===== config.mk =====
export PLATFORM = sky130hd
export DESIGN_NAME = erx_top
export DESIGN_NICKNAME = d
export VERILOG_FILES = /design/src/design/erx_cfg_pkg.sv /design/src/design/emesh_pkg.sv /design/src/design/erx_top.sv /design/src/design/erx_remap.sv /design/src/design/erx_cfg.sv /design/src/design/erx_arbiter.sv /design/src/design/erx_chan.sv
export SDC_FILE = /design/constraint.sdc
export NUM_CORES = 1
export LEC_CHECK = 0
export ABC_AREA = 1
export BUFFER_PORTS_ARGS = -buffer_cell sky130_fd_sc_hd__buf_2
export CAP_MARGIN = 40
export CORE_ASPECT_RATIO = 0.75
export CORE_MARGIN = 2
export CORE_UTILIZATION = 43
export CTS_BUF_LIST = sky130_fd_sc_hd__clkbuf_8
export DETAILED_ROUTE_END_ITERATION = 6
export PLACE_DENSITY = 0.7
export SKIP_CTS_REPAIR_TIMING = 1
export SLEW_MARGIN = 20
export SYNTH_ARGS = -nofsm -noshare
export SYNTH_HDL_FRONTEND = slang
export SYNTH_HIERARCHICAL = 1
export SYNTH_SLANG_ARGS = --single-unit

===== constraint.sdc =====
create_clock -name clk -period 7.23 [get_ports clk]
set_input_delay 1.8075 -clock clk [delete_from_list [all_inputs] [get_ports clk]]
set_output_delay 1.8075 -clock clk [all_outputs]
set_load 0.05 [all_outputs]

===== src/design/erx_cfg_pkg.sv =====
`default_nettype none

package erx_cfg_pkg;

   // how the destination address gets rewritten
   typedef enum logic [1:0]
   {
      REMAP_NONE    = 2'b00,
      REMAP_STATIC  = 2'b01,  // upper 12 bits from pattern/mask
      REMAP_DYNAMIC = 2'b10   // continuity map with programmable base
   } remap_mode_t;

   // register select for configuration writes
   typedef enum logic [1:0]
   {
      REG_MODE    = 2'b00,
      REG_SEL     = 2'b01,
      REG_PATTERN = 2'b10,
      REG_BASE    = 2'b11
   } cfg_reg_t;

endpackage

`default_nettype wire


===== src/design/emesh_pkg.sv =====
`default_nettype none

package emesh_pkg;

   // field widths of a mesh packet
   localparam int ADDR_W = 32;
   localparam int DATA_W = 32;
   localparam int CTRLMODE_W = 4;
   localparam int DATAMODE_W = 2;

   // srcaddr + data + dstaddr + 8 control bits
   localparam int PACKET_W = 2 * ADDR_W + DATA_W + CTRLMODE_W + DATAMODE_W + 2;

   // opcode sits in bit 0 of the packet
   typedef enum logic
   {
      OP_READ  = 1'b0,
      OP_WRITE = 1'b1
   } emesh_op_t;

   // first field is the msb end, op lands in bit 0
   typedef struct packed
   {
      logic [ADDR_W-1:0]     srcaddr;   // [103:72]
      logic [DATA_W-1:0]     data;      // [71:40]
      logic [ADDR_W-1:0]     dstaddr;   // [39:8]
      logic [CTRLMODE_W-1:0] ctrlmode;  // [7:4]
      logic                  reserved;  // [3]
      logic [DATAMODE_W-1:0] datamode;  // [2:1]
      emesh_op_t             op;        // [0]
   } emesh_packet_t;

endpackage

`default_nettype wire

===== src/design/erx_top.sv =====
`timescale 1ns/1ns
`default_nettype none

module erx_top
   import emesh_pkg::*;
   import erx_cfg_pkg::*;
#(
   parameter logic [11:0] LINK_ID = 12'h808
)
(
   input  wire logic                clk,
   input  wire logic                reset,

   // write transactions
   input  wire logic                wr_access,
   input  wire logic [PACKET_W-1:0] wr_packet,
   output logic                     wr_wait,

   // read requests
   input  wire logic                rd_access,
   input  wire logic [PACKET_W-1:0] rd_packet,
   output logic                     rd_wait,

   // configuration writes
   input  wire logic                cfg_write,
   input  wire cfg_reg_t            cfg_reg,
   input  wire logic [31:0]         cfg_data,

   // remapped output
   output logic                     out_access,
   output logic [PACKET_W-1:0]      out_packet,
   input  wire logic                out_wait
);

   // channel requests
   logic          wr_req_access;
   emesh_packet_t wr_req_packet;
   logic          wr_req_wait;
   logic          rd_req_access;
   emesh_packet_t rd_req_packet;
   logic          rd_req_wait;

   // arbiter to remap
   logic          arb_access;
   emesh_packet_t arb_packet;
   logic          arb_wait;

   remap_mode_t   remap_mode;
   logic [11:0]   remap_sel;
   logic [11:0]   remap_pattern;
   logic [31:0]   remap_base;

   erx_chan u_wr_chan (
      .clk        (clk),
      .reset      (reset),
      .in_access  (wr_access),
      .in_packet  (wr_packet),
      .in_wait    (wr_wait),
      .req_access (wr_req_access),
      .req_packet (wr_req_packet),
      .req_wait   (wr_req_wait)
   );

   erx_chan u_rd_chan (
      .clk        (clk),
      .reset      (reset),
      .in_access  (rd_access),
      .in_packet  (rd_packet),
      .in_wait    (rd_wait),
      .req_access (rd_req_access),
      .req_packet (rd_req_packet),
      .req_wait   (rd_req_wait)
   );

   erx_arbiter u_arbiter (
      .clk        (clk),
      .reset      (reset),
      .wr_access  (wr_req_access),
      .wr_packet  (wr_req_packet),
      .wr_wait    (wr_req_wait),
      .rd_access  (rd_req_access),
      .rd_packet  (rd_req_packet),
      .rd_wait    (rd_req_wait),
      .arb_access (arb_access),
      .arb_packet (arb_packet),
      .arb_wait   (arb_wait)
   );

   erx_cfg u_cfg (
      .clk           (clk),
      .reset         (reset),
      .cfg_write     (cfg_write),
      .cfg_reg       (cfg_reg),
      .cfg_data      (cfg_data),
      .remap_mode    (remap_mode),
      .remap_sel     (remap_sel),
      .remap_pattern (remap_pattern),
      .remap_base    (remap_base)
   );

   erx_remap #(
      .LINK_ID (LINK_ID)
   ) u_remap (
      .clk           (clk),
      .reset         (reset),
      .in_access     (arb_access),
      .in_packet     (arb_packet),
      .in_wait       (arb_wait),
      .remap_mode    (remap_mode),
      .remap_sel     (remap_sel),
      .remap_pattern (remap_pattern),
      .remap_base    (remap_base),
      .out_access    (out_access),
      .out_packet    (out_packet),
      .out_wait      (out_wait)
   );

endmodule

`default_nettype wire


===== src/design/erx_remap.sv =====
`timescale 1ns/1ns
`default_nettype none

module erx_remap
   import emesh_pkg::*;
   import erx_cfg_pkg::*;
#(
   parameter logic [11:0] LINK_ID = 12'h808
)
(
   input  wire logic          clk,
   input  wire logic          reset,

   // from arbiter
   input  wire logic          in_access,
   input  wire emesh_packet_t in_packet,
   output logic               in_wait,

   // configuration
   input  wire remap_mode_t   remap_mode,
   input  wire logic [11:0]   remap_sel,
   input  wire logic [11:0]   remap_pattern,
   input  wire logic [31:0]   remap_base,

   // toward transmit side
   output logic               out_access,
   output emesh_packet_t      out_packet,
   input  wire logic          out_wait
);

   // column id, assumed a power of two
   localparam logic [5:0] COL_ID    = LINK_ID[5:0];
   localparam int         COL_SHIFT = $clog2(COL_ID);

   logic [31:0]   addr_in;
   logic [31:0]   static_addr;
   logic [31:0]   dynamic_addr;
   logic [31:0]   addr_out;
   logic          bypass;
   emesh_packet_t next_packet;

   assign addr_in = in_packet.dstaddr;

   assign static_addr[31:20] = (remap_sel & remap_pattern) | (~remap_sel & addr_in[31:20]);
   assign static_addr[19:0]  = addr_in[19:0];

   // compressed map: drop own column offset, add base, squeeze upper rows
   assign dynamic_addr = addr_in
                       - ({26'd0, COL_ID} << 20)
                       + remap_base
                       - ({26'd0, addr_in[31:26]} << COL_SHIFT);

   // reads and traffic for this link keep their address
   assign bypass = (remap_mode == REMAP_NONE) | (in_packet.op == OP_READ) |
                   (addr_in[31:20] == LINK_ID);

   always_comb
   begin
      next_packet = in_packet;
      if (bypass)
         addr_out = addr_in;
      else if (remap_mode == REMAP_STATIC)
         addr_out = static_addr;
      else
         addr_out = dynamic_addr;
      next_packet.dstaddr = addr_out;
   end

   assign in_wait = out_wait;  // stall passes straight back

   always_ff @(posedge clk or posedge reset)
   begin
      if (reset)
         out_access <= 1'b0;
      else if (~out_wait)
         out_access <= in_access;
   end

   always_ff @(posedge clk)
   begin
      if (~out_wait)
         out_packet <= next_packet;
   end

endmodule

`default_nettype wire


===== src/design/erx_cfg.sv =====
`timescale 1ns/1ns
`default_nettype none

module erx_cfg
   import erx_cfg_pkg::*;
(
   input  wire logic        clk,
   input  wire logic        reset,

   // write port
   input  wire logic        cfg_write,
   input  wire cfg_reg_t    cfg_reg,
   input  wire logic [31:0] cfg_data,

   // remap settings
   output remap_mode_t      remap_mode,
   output logic [11:0]      remap_sel,
   output logic [11:0]      remap_pattern,
   output logic [31:0]      remap_base
);

   always_ff @(posedge clk or posedge reset)
   begin
      if (reset)
      begin
         remap_mode    <= REMAP_NONE;
         remap_sel     <= 12'd0;
         remap_pattern <= 12'd0;
         remap_base    <= 32'd0;
      end
      else if (cfg_write)
      begin
         case (cfg_reg)
            REG_MODE:
            begin
               remap_mode <= remap_mode_t'(cfg_data[1:0]);
            end
            REG_SEL:
            begin
               remap_sel <= cfg_data[11:0];  // 1 = take pattern bit
            end
            REG_PATTERN:
            begin
               remap_pattern <= cfg_data[11:0];
            end
            default:
            begin
               remap_base <= cfg_data;  // REG_BASE
            end
         endcase
      end
   end

endmodule

`default_nettype wire


===== src/design/erx_arbiter.sv =====
`timescale 1ns/1ns
`default_nettype none

module erx_arbiter
   import emesh_pkg::*;
(
   input  wire logic          clk,
   input  wire logic          reset,

   // write channel request
   input  wire logic          wr_access,
   input  wire emesh_packet_t wr_packet,
   output logic               wr_wait,

   // read channel request
   input  wire logic          rd_access,
   input  wire emesh_packet_t rd_packet,
   output logic               rd_wait,

   // toward the remap stage
   output logic               arb_access,
   output emesh_packet_t      arb_packet,
   input  wire logic          arb_wait
);

   // which channel won the last completed transfer
   typedef enum logic
   {
      LAST_WR = 1'b0,
      LAST_RD = 1'b1
   } last_grant_t;

   last_grant_t last_grant;
   logic        grant_wr;
   logic        grant_rd;
   logic        xfer;

   // write wins when alone, or when read went last
   assign grant_wr = wr_access & (~rd_access | (last_grant == LAST_RD));
   assign grant_rd = rd_access & ~grant_wr;

   assign arb_access = wr_access | rd_access;
   assign arb_packet = grant_rd ? rd_packet : wr_packet;

   // losers and stalled winners both hold
   assign wr_wait = wr_access & (~grant_wr | arb_wait);
   assign rd_wait = rd_access & (~grant_rd | arb_wait);

   assign xfer = arb_access & ~arb_wait;

   always_ff @(posedge clk or posedge reset)
   begin
      if (reset)
      begin
         last_grant <= LAST_RD;  // gives write priority out of reset
      end
      else if (xfer)
      begin
         last_grant <= grant_rd ? LAST_RD : LAST_WR;
      end
   end

endmodule

`default_nettype wire


===== src/design/erx_chan.sv =====
`timescale 1ns/1ns
`default_nettype none

module erx_chan
   import emesh_pkg::*;
(
   input  wire logic          clk,
   input  wire logic          reset,

   // upstream side
   input  wire logic          in_access,
   input  wire emesh_packet_t in_packet,
   output logic               in_wait,

   // request toward arbiter
   output logic               req_access,
   output emesh_packet_t      req_packet,
   input  wire logic          req_wait
);

   logic          full;
   emesh_packet_t buf_packet;
   logic          fill;   // input transfer this cycle
   logic          drain;  // buffered packet leaves this cycle

   assign drain = full & ~req_wait;

   // only stall upstream when the slot stays occupied
   assign in_wait = full & req_wait;
   assign fill    = in_access & ~in_wait;

   always_ff @(posedge clk or posedge reset)
   begin
      if (reset)
      begin
         full <= 1'b0;
      end
      else if (fill)
      begin
         full <= 1'b1;  // refill on the same edge as a drain
      end
      else if (drain)
      begin
         full <= 1'b0;
      end
   end

   always_ff @(posedge clk)
   begin
      if (fill)
      begin
         buf_packet <= in_packet;
      end
   end

   assign req_access = full;
   assign req_packet = buf_packet;

endmodule

`default_nettype wire


==> results.sh, run 1 <==
export IMPL_cp_end_kind="primary output"
export IMPL_seq_area_frac_synth_pct=61.82
export IMPL_finalMaxSlewViolations=0
export IMPL_fillers=3637
export IMPL_fin_util_pct=51.88
export IMPL_startpoint_type="input pin"
export IMPL_routed_wirelength_microns=50400
export IMPL_multi_input_area_sq_mm=0.005580
export IMPL_wl_per_cell_microns=19.09
export IMPL_syn_num_nets=2032
export IMPL_place_hpwl_microns=37430
export IMPL_worst_pin_slew_ns=0.8145
export IMPL_clock_skew_ns=0.03469
export IMPL_track_usage_pct=23.13
export IMPL_via_count=13430
export IMPL_totalPowerFinal_mw=7.871
export IMPL_ys_types=41
export IMPL_finalNonFillerCells=2640
export IMPL_synthCells=1701
export IMPL_grt_pass1_wl_microns=75350
export IMPL_outcome="finished clean"
export IMPL_ys_top_cells_by_area="edfxtp_1 (53%), nand2_1 (12%), dfrtp_1 (8.6%)"
export IMPL_ys_ff_latch=374
export IMPL_period_share_pct=65.59
export IMPL_synth_edff_count=312
export IMPL_crit_family="buffers and inverters"
export IMPL_fp_dieW_microns=238.1
export IMPL_insertion_delay_ns=0.64
export IMPL_cp_required_ns=5.42
export IMPL_setup_viol=0
export IMPL_register_area_sq_mm=0.01092
export IMPL_cts_path_max_buffers=3
export IMPL_root_buffer="clkbuf_8"
export IMPL_ir_drop_mv=0.2043
export IMPL_core_area_sq_mm=0.04068
export IMPL_rsz0062_at_grt="false"
export IMPL_antenna_found_initial=15
export IMPL_r2r_setup_slack_ns=2.73
export IMPL_core_rowCount=64
export IMPL_drtPass1Iterations=6
export IMPL_viasPerCell=5.088
export IMPL_area_delta_synth_final_pct=19.46
export IMPL_cpPeakStageDelay_ns=0.31
export IMPL_fin_nets=2396
export IMPL_yosysMostFrequentCell="nand2_1"
export IMPL_pre_cts_ws_ns=2.426
export IMPL_fin_setup_tns_ns=0
export IMPL_htree_levels=2
export IMPL_grt_start_max_net_pins=75
export IMPL_worst_slack_ns=2.488
export IMPL_synth_avg_cell_area_sq_um=10.39
export IMPL_ant_nets=0
export IMPL_dpl_cell_count=2530
export IMPL_worst_path_max_delay_cell="a21oi_1"
export IMPL_postSynth_asyncResetShare_pct=16.58
export IMPL_path_buf_inv=4
export IMPL_ys_flop_type="edfxtp_1"
export IMPL_worstSetupPathType="in2out"
export IMPL_p_per_area_mw_per_mm2=373.0
export IMPL_leakagePower_nw=10.11
export IMPL_fmax_mhz=210.9
export IMPL_finalHoldViolCount=0
export IMPL_drv_cap=0
export IMPL_start_util_pct=43.43
export IMPL_first_global_vias=13110
export IMPL_cp_max_fo=4
export IMPL_drive_above_1_share_pct=24.45
export IMPL_io_buffers=354
export IMPL_dieHeight_microns=179.5
export IMPL_clk_pin_slew_worst_paths_ns=0.07
export IMPL_die_area_sq_mm=0.04274
export IMPL_yosys_area_top_type="edfxtp_1"
export IMPL_synth_area_sq_mm=0.01767
export IMPL_period_needed_ns=4.742
export IMPL_yosysTopAreaCellShare_pct=53.03
export IMPL_cp_arrival_ns=2.93
export IMPL_gr_total_overflow=0
export IMPL_gp_congestion=0.9964
export IMPL_ys_warn_count=6
export IMPL_cp_cell_sequence="buf_2, inv_1, a21oi_1, nand2_1, inv_1, buf_2"
export IMPL_drc_errors=0
export IMPL_ios=355
export IMPL_clock_sinks=374
export IMPL_timing_slew_headroom_pct=45.70
export IMPL_synth_common_cells="nand2_1 (563), edfxtp_1 (312), inv_1 (207)"
export IMPL_min_path_type="reg2reg"
export IMPL_drtIter0Drc=1054
export IMPL_cts_tree="yes"
export IMPL_cts_buffers=59
[cell usage in the layout (no fill, tap or decap), drive strengths merged, types with 2 or more instances in the layout]
master	n
a21oi	38
a31oi	11
and2	2
buf	370
bufinv	5
clkbuf	63
clkinv	14
dfrtp	61
diode	6
edfxtp	312
fa	8
ha	75
inv	232
nand2	579
nand3	154
nand3b	2
nand4	63
nor2	58
nor4	2
o21ai	29
o21bai	3
xnor2	9
xor2	8
[area by class of cell]
class,count,share of cell area [%]
well taps,528,3.130
diodes,6,0.07114
inverters,213,3.800
multi-input cells,1047,26.44
clock inverters,39,1.488
repair buffers,370,9.213
flip-flops and latches,374,51.75
clock buffers,63,4.108
[kinds of logic after synthesis]
| family | after synthesis | share of synthesized area (%) |
|---|---|---|
| flip-flops | 374 | 61.82 |
| adder cells (fa/ha/maj) | 83 | 6.218 |
| AND/OR/NAND/NOR | 862 | 21.35 |
| XOR/XNOR | 17 | 0.8428 |
| multiplexers | 1 | 0.05666 |
| buffers and inverters | 280 | 6.806 |
| AO/OA/AOI/OAI | 84 | 2.904 |
[sequential cells by signal, indices dropped and copies added (netlist names)]
signal,count
u_arbiter/last_grant,1
u_remap/out_access,1
u_remap/out_packet,104
u_cfg/remap_base,32
u_cfg/remap_pattern,12
u_cfg/remap_mode,2
u_wr_chan/req_access,1
u_cfg/remap_sel,12
u_wr_chan/req_packet,104
u_rd_chan/req_access,1
u_rd_chan/req_packet,104
[worst reg2reg max path, cell delays in order (launching register included)]
cell and delay, ns:
dfstp_2 0.53, inv_1 0.06, nand2_4 0.49, nand2_4 0.31, buf_16 0.30, nand2_1 0.13, nand2_1 0.13, fa_1 0.49
ha_1 0.28, ha_1 0.36, nand2_1 0.13, nor2_1 0.17, nand2_1 0.07, nand3_1 0.15, nand2_1 0.09, nand2_2 0.15
nand2_2 0.09, nand3_2 0.07, nand3_2 0.07, a21oi_2 0.24
[power breakdown]
part           leakage, nW  internal [mW]  switching (mW)
sequential            3.79           2.68           0.107
clock                0.668          0.983           0.841
combinational         5.66          0.980            2.28
total                 10.1           4.65            3.22
[path summary, 6_finish.rpt]
check,from,endpoint,cells after the start
max in group asynchronous,reset,u_cfg/remap_sel[1],4
worst min-delay path,u_arbiter/last_grant,u_arbiter/last_grant,2
worst max register to register,u_arbiter/last_grant,u_remap/out_packet[39],19
min in group asynchronous,reset,u_wr_chan/req_access,2
worst max-delay path,out_wait,rd_wait,6
worst min register to register,u_arbiter/last_grant,u_arbiter/last_grant,2
[metrics by stage]
step	instance area (sq um)	hold WS [ns]
after floorplan	17670	0.4416
after global placement	19830	0.4544
after detailed placement	19850	0.4647
after CTS	21040	0.4794
after global routing	21100	0.5006
final	21110	0.4766
[metal layers]
metal	global-route usage (%)	routed length, microns	vias up
met5	0	127	-
met4	7.025	1264	22
met3	7.632	4997	113
met2	35.99	22950	593
met1	30.91	21050	6294
li1	-	-	6409
No activity file was read; power rests on OpenSTA's default activity.
==> inputs of run 2 (changes only) <==
Clock period 7.23 ns to 3.8 ns, I/O delays scaled along.
==> run 2 against run 1 <==
Via count is 0.67% higher. Clock power is 74% higher. Utilization is 0.92 points higher. Worst setup slack worse by 2.3 ns. Count of clock-buffer cells in the layout is 2 lower. Routed wire length is 0.98% higher. Cell area is 1.8% higher. Highest routed layer unchanged. Sequential power is 90% higher.
==> results.sh, run 2 (synthesis results as in run 1) <==
export IMPL_outcome="finished clean"
export IMPL_cp_end_kind="primary output"
export IMPL_routed_wirelength_microns=50890
export IMPL_grt_use_met1_pct=29.35
export IMPL_cp_arrival_ns=2.67
export IMPL_dpl_cell_count=2549
export IMPL_dieHeight_microns=179.5
export IMPL_cts_path_max_buffers=3
export IMPL_fillers=3666
export IMPL_cpPeakStageDelay_ns=0.53
export IMPL_io_buffers=354
export IMPL_grt_start_max_net_pins=62
export IMPL_finalNonFillerCells=2674
export IMPL_gp_congestion=0.9724
export IMPL_p_per_area_mw_per_mm2=701.2
export IMPL_cp_max_fo=36
export IMPL_grtUsageMet3_pct=9.782
export IMPL_drive_above_1_share_pct=26.92
export IMPL_final_cell_mix="nand2_1 (553), buf_2 (354), edfxtp_1 (312)"
export IMPL_drtPass1Iterations=5
export IMPL_swShare_pct=41.55
export IMPL_track_usage_pct=23.33
export IMPL_htree_levels=2
export IMPL_worstSetupPathType="reg2out"
export IMPL_cp_required_ns=2.85
export IMPL_via_count=13520
export IMPL_ant_nets=0
export IMPL_pwr_share_clk_pct=21.0
export IMPL_drv_cap=0
export IMPL_setup_viol=0
export IMPL_startpoint_type="flop"
export IMPL_period_share_pct=95.36
export IMPL_drc_errors=0
export IMPL_grt_pass1_wl_microns=76180
export IMPL_clk_pin_slew_worst_paths_ns=0.07
export IMPL_drtIter0Drc=1046
export IMPL_worst_path_max_delay_cell="dfstp_2"
export IMPL_p_switching_mw=6.258
export IMPL_gr_total_overflow=0
export IMPL_final_common_cell="nand2_1"
export IMPL_finalHoldViolCount=0
export IMPL_period_needed_ns=3.624
export IMPL_fp_dieW_microns=238.1
export IMPL_worst_pin_slew_ns=0.7839
export IMPL_cts_tree="yes"
export IMPL_power_frac_seq_pct=35.3
export IMPL_core_area_sq_mm=0.04068
export IMPL_root_buffer="clkbuf_8"
export IMPL_cts_buffers=56
export IMPL_clock_skew_ns=0.02945
export IMPL_pre_cts_ws_ns=-0.01888
export IMPL_viasPerCell=5.056
export IMPL_use_met2_pct=36.35
export IMPL_p_int_mw=8.804
export IMPL_fin_nets=2419
export IMPL_antenna_found_initial=28
export IMPL_combPwrFrac_pct=43.8
export IMPL_start_util_pct=43.43
export IMPL_ios=355
export IMPL_leakagePower_nw=10.24
export IMPL_cp_cell_sequence="inv_1, nand2_4, buf_4, nand2_1, a21oi_1, nand2_1, inv_1, buf_2"
export IMPL_r2r_setup_slack_ns=0.19
export IMPL_die_area_sq_mm=0.04274
export IMPL_worst_slack_ns=0.1762
export IMPL_timing_slew_headroom_pct=47.74
export IMPL_core_rowCount=64
export IMPL_stdcell_area_sq_mm=0.02148
export IMPL_area_delta_synth_final_pct=21.58
export IMPL_top_usage_layer="met2"
export IMPL_clock_sinks=374
export IMPL_ir_drop_mv=0.3675
export IMPL_min_path_type="in2async"
export IMPL_fmax_mhz=276.0
export IMPL_rsz0062_at_grt="true"
export IMPL_first_global_vias=13390
export IMPL_place_hpwl_microns=37650
export IMPL_wl_per_cell_microns=19.03
export IMPL_insertion_delay_ns=0.64
export IMPL_post_dp_cell_area_sq_mm=0.02005
export IMPL_finalMaxSlewViolations=0
[run 2: cell count changes in the layout (fill, tap and decap cells not counted), moves of 7 or more]
| cell | change |
|---|---|
| buf_4 | +15 |
| ha_1 | -10 |
| nand2_1 | -10 |
| nand2_2 | +9 |
| diode_2 | +8 |
| buf_12 | +7 |
[run 2: power groups by stage]
| stage | clock network (mW) | registers (mW) | logic, mW |
|---|---|---|---|
| after global placement | 0 | 5.38 | 6.09 |
| after floorplan | 0 | 6.08 | 3.77 |
| after global routing | 3.42 | 5.36 | 7.27 |
| after CTS | 3.25 | 5.31 | 6.18 |
| after detailed placement | 0 | 5.39 | 6.15 |
| final | 3.16 | 5.31 | 6.59 |
[run 2: final cells by class]
type | count | area [sq um] | area share, %
clock buffer | 61 | 839.6 | 3.909
sequential | 374 | 10920 | 50.86
antenna | 14 | 35.03 | 0.1631
timing repair buffer | 395 | 2240 | 10.43
multi-input combinational | 1048 | 5758 | 26.81
tap | 528 | 660.6 | 3.076
clock inverter | 41 | 220.2 | 1.025
inverter | 213 | 802.0 | 3.734
[run 2: path summary, 6_finish.rpt]
path,start,to,cells past startpoint
setup / recovery,u_arbiter/last_grant,rd_wait,8
hold / removal,reset,u_wr_chan/req_access,2
setup reg to reg,u_arbiter/last_grant,u_remap/out_packet[35],20
hold reg to reg,u_arbiter/last_grant,u_arbiter/last_grant,2
max in group asynchronous,reset,u_cfg/remap_base[31],4
min in group clk,u_arbiter/last_grant,u_arbiter/last_grant,2
[run 2: critical path, delay by kind of cell (launching register included)]
kind | cells | cell delay [ns]
buffers and inverters | 4 | 0.80
DFF | 1 | 0.53
and+or+nand+nor | 3 | 0.42
AOI/OAI and AO/OA | 1 | 0.30
[run 2: metal layers]
metal,wire (microns),part of all wire (%),vias up
li1,-,-,6471
met1,20130,40,6294
met2,23310,46,591
met3,5663,11,137
met4,1599,3.1,28
met5,182,0.36,-
[run 2: stage by stage]
| stage | total power [mW] | TNS (ns) | hold slack [ns] | util, % |
|---|---|---|---|---|
| after floorplan | 9.852 | 0 | 0.4416 | - |
| after global placement | 11.48 | 0 | 0.4515 | 49.28 |
| after detailed placement | 11.54 | -0.01888 | 0.4601 | 49.28 |
| after CTS | 14.74 | -0.1834 | 0.1372 | 51.89 |
| after global routing | 16.05 | -0.06163 | 0.1535 | 52.78 |
| final | 15.06 | 0 | 0.1987 | 52.80 |
